[config.mk]
export PLATFORM = sky130hd
export DESIGN_NAME = ntrpt_cam_fifo
export DESIGN_NICKNAME = d
export VERILOG_FILES = /design/src/hdl/ntrpt_pkg.sv /design/src/hdl/fifo_ctrl_if.sv /design/src/hdl/fifo_occupancy.sv /design/src/hdl/shift_store.sv /design/src/hdl/read_select.sv /design/src/hdl/cause_scan.sv /design/src/hdl/ntrpt_cam_fifo.sv
export SDC_FILE = /design/constraint.sdc
export NUM_CORES = 2
export LEC_CHECK = 0
export BUFFER_PORTS_ARGS = -buffer_cell sky130_fd_sc_hd__buf_2
export CORE_UTILIZATION = 55
export CTS_BUF_LIST = sky130_fd_sc_hd__clkbuf_16
export CTS_CLUSTER_DIAMETER = 60
export DETAILED_ROUTE_END_ITERATION = 7
export PLACE_DENSITY = 0.72
export SETUP_SLACK_MARGIN = 0.05
export SYNTH_ARGS = -nofsm -noshare
export SYNTH_HDL_FRONTEND = slang
export SYNTH_SLANG_ARGS = --single-unit
export TNS_END_PERCENT = 100
[constraint.sdc]
create_clock -name clk -period 58.4 [get_ports clk]
set_input_delay 11.68 -clock clk [delete_from_list [all_inputs] [get_ports clk]]
set_output_delay 11.68 -clock clk [all_outputs]
set_load 0.01 [all_outputs]
[src/hdl/ntrpt_pkg.sv]
`default_nettype none

package ntrpt_pkg;

  //////////////////////////////////////////////////
  // Queue geometry
  //////////////////////////////////////////////////

  // Width of one stored interrupt word
  localparam int DATA_W = 32;

  // Number of slots in the shift register
  localparam int DEPTH = 16;

  // Count must reach DEPTH itself, so one extra state
  localparam int CNT_W = $clog2(DEPTH + 1);

  //////////////////////////////////////////////////
  // Cause encoding
  //////////////////////////////////////////////////

  // Low half of each word holds the cause code
  localparam int CAUSE_W = 16;

  // Machine-timer interrupt cause
  localparam logic [CAUSE_W-1:0] MTIP_CAUSE = 16'h0080;

  // One stored word, read whole by the head path
  // and split into fields by the cause comparator
  typedef union packed {
    logic [DATA_W-1:0] raw;
    struct packed {
      logic [DATA_W-CAUSE_W-1:0] info;
      logic [CAUSE_W-1:0]        cause;
    } fields;
  } entry_t;

  // Occupancy, 0 up to DEPTH
  typedef logic [CNT_W-1:0] count_t;

endpackage

`default_nettype wire

[src/hdl/fifo_ctrl_if.sv]
`timescale 1ns/1ps
`default_nettype none

interface fifo_ctrl_if;
  import ntrpt_pkg::*;

  // Strobes already filtered by the acceptance rule
  logic   push_acc;
  logic   pop_acc;

  // Registered occupancy, value before the coming edge
  count_t count;

  // Incoming word, written to slot 0 on push_acc
  entry_t wr_data;

  modport ctrl (
    output push_acc,
    output pop_acc,
    output count,
    output wr_data
  );

  modport store (
    input push_acc,
    input pop_acc,
    input count,
    input wr_data
  );

endinterface

`default_nettype wire

[src/hdl/fifo_occupancy.sv]
`timescale 1ns/1ps
`default_nettype none

module fifo_occupancy (
  input  logic                         clk,
  input  logic                         reset,
  input  logic                         push,
  input  logic                         pop,
  input  logic [ntrpt_pkg::DATA_W-1:0] din,
  fifo_ctrl_if.ctrl                    ctl,
  output logic                         pndng,
  output logic                         full
);
  import ntrpt_pkg::*;

  count_t cnt_q;
  count_t cnt_d;
  logic   push_ok;
  logic   pop_ok;

  //////////////////////////////////////////////////
  // Acceptance
  //////////////////////////////////////////////////

  // Pop needs something stored; push needs room,
  // or a slot being freed by a pop in the same cycle
  assign pop_ok  = pop && (cnt_q != '0);
  assign push_ok = push && ((cnt_q < count_t'(DEPTH)) || pop_ok);

  always_comb begin
    cnt_d = cnt_q;
    if (push_ok && !pop_ok) begin
      cnt_d = cnt_q + 1'b1;
    end else if (pop_ok && !push_ok) begin
      cnt_d = cnt_q - 1'b1;
    end
  end

  always_ff @(posedge clk or posedge reset) begin
    if (reset) begin
      cnt_q <= '0;
    end else begin
      cnt_q <= cnt_d;
    end
  end

  // Towards the storage stage
  assign ctl.push_acc = push_ok;
  assign ctl.pop_acc  = pop_ok;
  assign ctl.count    = cnt_q;
  assign ctl.wr_data  = entry_t'(din);

  // Status straight from the current count
  assign pndng = (cnt_q != '0);
  assign full  = (cnt_q == count_t'(DEPTH));

  a_count_bound: assert property (@(posedge clk) disable iff (reset)
    cnt_q <= count_t'(DEPTH))
    else $error("occupancy count %0d above depth", cnt_q);

endmodule

`default_nettype wire

[src/hdl/shift_store.sv]
`timescale 1ns/1ps
`default_nettype none

module shift_store (
  input  logic                        clk,
  input  logic                        reset,
  fifo_ctrl_if.store                  ctl,
  output ntrpt_pkg::entry_t           entries [ntrpt_pkg::DEPTH],
  output logic [ntrpt_pkg::DEPTH-1:0] valid
);
  import ntrpt_pkg::*;

  entry_t             nxt_entries [DEPTH];
  logic [DEPTH-1:0]   nxt_valid;

  //////////////////////////////////////////////////
  // Next state of the slots
  //////////////////////////////////////////////////

  always_comb begin
    nxt_entries = entries;
    nxt_valid   = valid;

    // Oldest word sits at count - 1; wipe it so a stale
    // cause cannot linger in the array
    if (ctl.pop_acc) begin
      for (int i = 0; i < DEPTH; i++) begin
        if (ctl.count == count_t'(i + 1)) begin
          nxt_entries[i] = '0;
          nxt_valid[i]   = 1'b0;
        end
      end
    end

    // Everything moves one slot older, new word enters at 0
    if (ctl.push_acc) begin
      for (int i = DEPTH - 1; i > 0; i--) begin
        nxt_entries[i] = nxt_entries[i-1];
        nxt_valid[i]   = nxt_valid[i-1];
      end
      nxt_entries[0] = ctl.wr_data;
      nxt_valid[0]   = 1'b1;
    end
  end

  always_ff @(posedge clk or posedge reset) begin
    if (reset) begin
      entries <= '{default: '0};
      valid   <= '0;
    end else begin
      entries <= nxt_entries;
      valid   <= nxt_valid;
    end
  end

  // Stored words always form an unbroken run from slot 0
  a_valid_packed: assert property (@(posedge clk) disable iff (reset)
    (valid & (valid + DEPTH'(1))) == '0)
    else $error("valid mask %b has a hole", valid);

  // Slot mask and the occupancy counter never drift apart
  a_valid_count: assert property (@(posedge clk) disable iff (reset)
    $countones(valid) == int'(ctl.count))
    else $error("valid mask %b disagrees with count %0d", valid, ctl.count);

endmodule

`default_nettype wire

[src/hdl/read_select.sv]
`timescale 1ns/1ps
`default_nettype none

module read_select (
  input  ntrpt_pkg::entry_t            entries [ntrpt_pkg::DEPTH],
  input  logic [ntrpt_pkg::DEPTH-1:0]  valid,
  output logic [ntrpt_pkg::DATA_W-1:0] dout
);
  import ntrpt_pkg::*;

  //////////////////////////////////////////////////
  // Head of queue
  //////////////////////////////////////////////////

  // Scan upwards so the highest valid slot is the
  // last one to write dout; that slot is the oldest.
  // Nothing stored gives an all-zero word
  always_comb begin
    dout = '0;
    for (int i = 0; i < DEPTH; i++) begin
      if (valid[i]) begin
        dout = entries[i].raw;
      end
    end
  end

endmodule

`default_nettype wire

[src/hdl/cause_scan.sv]
`timescale 1ns/1ps
`default_nettype none

module cause_scan (
  input  ntrpt_pkg::entry_t           entries [ntrpt_pkg::DEPTH],
  input  logic [ntrpt_pkg::DEPTH-1:0] valid,
  output logic                        mtip
);
  import ntrpt_pkg::*;

  logic [DEPTH-1:0] hit;

  //////////////////////////////////////////////////
  // Timer cause match, one comparator per slot
  //////////////////////////////////////////////////

  always_comb begin
    for (int i = 0; i < DEPTH; i++) begin
      // Only live slots may count as a match
      hit[i] = valid[i] && (entries[i].fields.cause == MTIP_CAUSE);
    end
  end

  // Level output, high while any stored word is a timer cause
  assign mtip = |hit;

endmodule

`default_nettype wire

[src/hdl/ntrpt_cam_fifo.sv]
`timescale 1ns/1ps
`default_nettype none

module ntrpt_cam_fifo (
  input  logic                         clk,
  input  logic                         reset,
  input  logic                         push,
  input  logic                         pop,
  input  logic [ntrpt_pkg::DATA_W-1:0] din,
  output logic [ntrpt_pkg::DATA_W-1:0] dout,
  output logic                         pndng,
  output logic                         full,
  output logic                         mtip
);
  import ntrpt_pkg::*;

  // Control to storage
  fifo_ctrl_if ctl_if ();

  // Storage to the two observers
  entry_t           entries [DEPTH];
  logic [DEPTH-1:0] valid;

  fifo_occupancy i_occupancy (
    .clk   (clk),
    .reset (reset),
    .push  (push),
    .pop   (pop),
    .din   (din),
    .ctl   (ctl_if.ctrl),
    .pndng (pndng),
    .full  (full)
  );

  shift_store i_store (
    .clk     (clk),
    .reset   (reset),
    .ctl     (ctl_if.store),
    .entries (entries),
    .valid   (valid)
  );

  read_select i_read (
    .entries (entries),
    .valid   (valid),
    .dout    (dout)
  );

  cause_scan i_scan (
    .entries (entries),
    .valid   (valid),
    .mtip    (mtip)
  );

endmodule

`default_nettype wire

==> run metrics <==
drt first pass iters 7; post_cts resized 0; total CTS buffers 56; # diodes 0; largest stage delay on the critical path 980 ps; Num Clock Sinks between 500 and 600; number of global-route vias before repair 19520; worst skew pair latency 620 ps; hold buffers post-CTS 0; Slew HR between 10% and 20%; top_reg_cell synth dfrtp_1; leading area contributor after synthesis dfrtp_1; Design Power between 1.5 and 2 mW; PnR worst setup slack about 43000 ps; Post-Route WL roughly 74 mm; WL/cell 23.53 µm; clock slew at reported path FFs approximately 60 ps; vias per cell between 6 and 7; synthesized area 24820 µm²; # nets final approximately 2600; Root Driver clkbuf_16; initial antenna violation count 2; worst-path maximum fanout 37; routability cong. roughly 0.97; placed cell areas roughly 25000 µm²; min Tclk post-route ~16000 ps; Seq cells post-synth approximately 530; met2 usage approximately 45%; crit share post-route 27.06%; Std-Cell Rows 77; worst slack at placement between 40000 and 50000 ps; FMAX 63.28 MHz; share of cells above drive strength 1 under 10%; Post-Syn Nets 2644; CTS tree done; starting density of the core between 50 and 60%; slowest CP cell nor2b_2; max-cap violations 0; Pleak roughly 12 nW; Die ar. ~46000 µm²; Setup TNS 0 ps; CTS Buffer Depth 3; post-route cell area approximately 27000 µm²; port bufs 70; CP required between 40000 and 50000 ps; Worst-Margin Slew 1247 ps; element type at the critical path end output pin; io pins 71; Post-CTS Setup Repair Bufs 0; die height 214.4 µm; DP Wirelength 48.11 mm; pwr/cell area 69.34 nW/µm²; Critical Setup Path Class register to output pin; Hold Vio Cnt, Final 0; crit path cell chain buf_4 > nor2b_2 > a221oi_1 > o311ai_0 > nand3_1 > a21oi_1 > buf_2; setup violators final 0; GRT overflow 0; share of the synthesized area in the top cell type 53.74%; hold crit path type register to register; Final Max Tran Viols 0; largest net degree at the start of global routing between 200 and 250; fillcell total 3776; global-route wire length before repair about 120 mm; htree depth 2; Die W approximately 210 µm; count of cell types in the netlist 62; M1 GR Usage between 50% and 60%; Seq/Total Area, Yosys between 50% and 60%; number of synthesized flops with an enable pin 0; critical path launch point type register; RSZ-0062 raised after global routing no; GR peak layer met1; P&R area growth vs syn 9.931%; Synth Area per Inst roughly 9.5 µm²; CP arrival 4120 ps; M3 GR Usage 7.092%; outcome finished, final reports clean; Mapped Cells 2600; synth top area cells dfrtp_1 (54%), nand3_1 (8.8%), a22o_1 (7.1%); vias between 20000 and 25000; Remaining DRCs 0; Antenna Nets Post-Route 0; skew final 12.73 ps; yosys warns 0; Max VDD drop between 0.00004 and 0.00005 V; Async S/R FF share, synth 100.0%; First DRT Iteration DRCs between 3000 and 4000; GR Util All Layers 32.17%; Placeable Area about 44000 µm²
## cells in the final DEF (no fill, tap or decap), drive strengths merged, types with 15 or more instances in the layout
cell type and count:
a22oi 35, nor4b 16, nand2 323, dfrtp 533, a221oi 31, buf 107
a21boi 15, nor3 19, a222oi 22, nand3 437, a21oi 64, nor4 42
o22ai 88, o21ai 243, a2111oi 21, nor2 57, clkinv 20, inv 43
clkbuf 57, a22o 201, nor3b 17
## area by class of cell
cell class                      instances  area, µm²  area share, %
Inverter                               32      135.1         0.4952
Timing Repair Buffer                  107      665.6          2.439
Multi-Input combinational cell       1784      10490          38.44
Sequential cell                       533      13340          48.89
Tap cell                              592      740.7          2.715
Clock buffer                           57       1426          5.227
Clock inverter                         45      489.2          1.793
## cells in the mapped netlist (29+ instances only)
cell type / number
nand2_1: 323
o21ai_0: 242
dfrtp_1: 533
inv_1: 32
a21oi_1: 64
buf_2: 36
o22ai_1: 88
a22o_1: 201
nor4_1: 42
a221oi_1: 31
clkbuf_1: 185
nand3_1: 437
a22oi_1: 35
buf_1: 29
nor2_1: 57
## flip-flops by register name, summed over array words and instances (netlist names)
| name | count |
|---|---|
| i_store.entries | 512 |
| i_occupancy.ctl.count | 5 |
| i_store.valid | 16 |
## path summary, 6_finish.rpt
check | depth (start not counted) | slack, ps | start | to
min | 1 | 510 | i_store.entries[23] | i_store.entries[23]
max in group asynchronous | 4 | 44820 | reset | i_store.entries[281]
min reg2reg | 1 | 510 | i_store.entries[23] | i_store.entries[23]
max reg2reg | 6 | 55130 | i_occupancy.ctl.count[4] | i_store.entries[58]
min in group asynchronous | 2 | 11240 | reset | i_occupancy.ctl.count[1]
max | 7 | 42600 | i_store.valid[1] | dout[3]
## layer usage
layer | vias up | wire length (µm)
li1 | 9540 | -
met1 | 10410 | 33930
met2 | 1100 | 31490
met3 | 106 | 7357
met4 | 2 | 1321
met5 | - | 19
## logic make-up (layout without fill, tap and decap cells)
logic type / count (synthesis) / in the layout / synth area share [%]
compound gates: 782 / 782 / 21.75
xor+xnor: 4 / 4 / 0.1412
fa+ha+maj: 8 / 8 / 0.4033
buf+inv: 283 / 241 / 4.491
flops: 533 / 533 / 53.74
mux: 1 / 1 / 0.04536
simple gates: 989 / 989 / 19.43
## where the power goes
group	internal [mW]	total (mW)	switching (mW)
clock network	0.225	0.374	0.150
registers	0.536	0.713	0.177
logic	0.290	0.805	0.515
## stage by stage
stage | utilization, % | hold WS [ps] | std cells
finish | 61.57 | 507.5 | 3150
global route | 61.57 | 520.7 | 3150
CTS | 61.57 | 510.5 | 3150
detailed placement | 57.25 | 492.8 | 3048
global placement | 57.25 | 490.1 | 3048
floorplan | - | 472.9 | 2600
## critical path, delay by kind of cell (launching register included)
kind	cells	cell delay, ps
AO/OA/AOI/OAI	3	1460
AND/OR/NAND/NOR	2	1260
buffers and inverters	2	420
flip-flops	1	360
No activity file was read; power rests on OpenSTA's default activity.
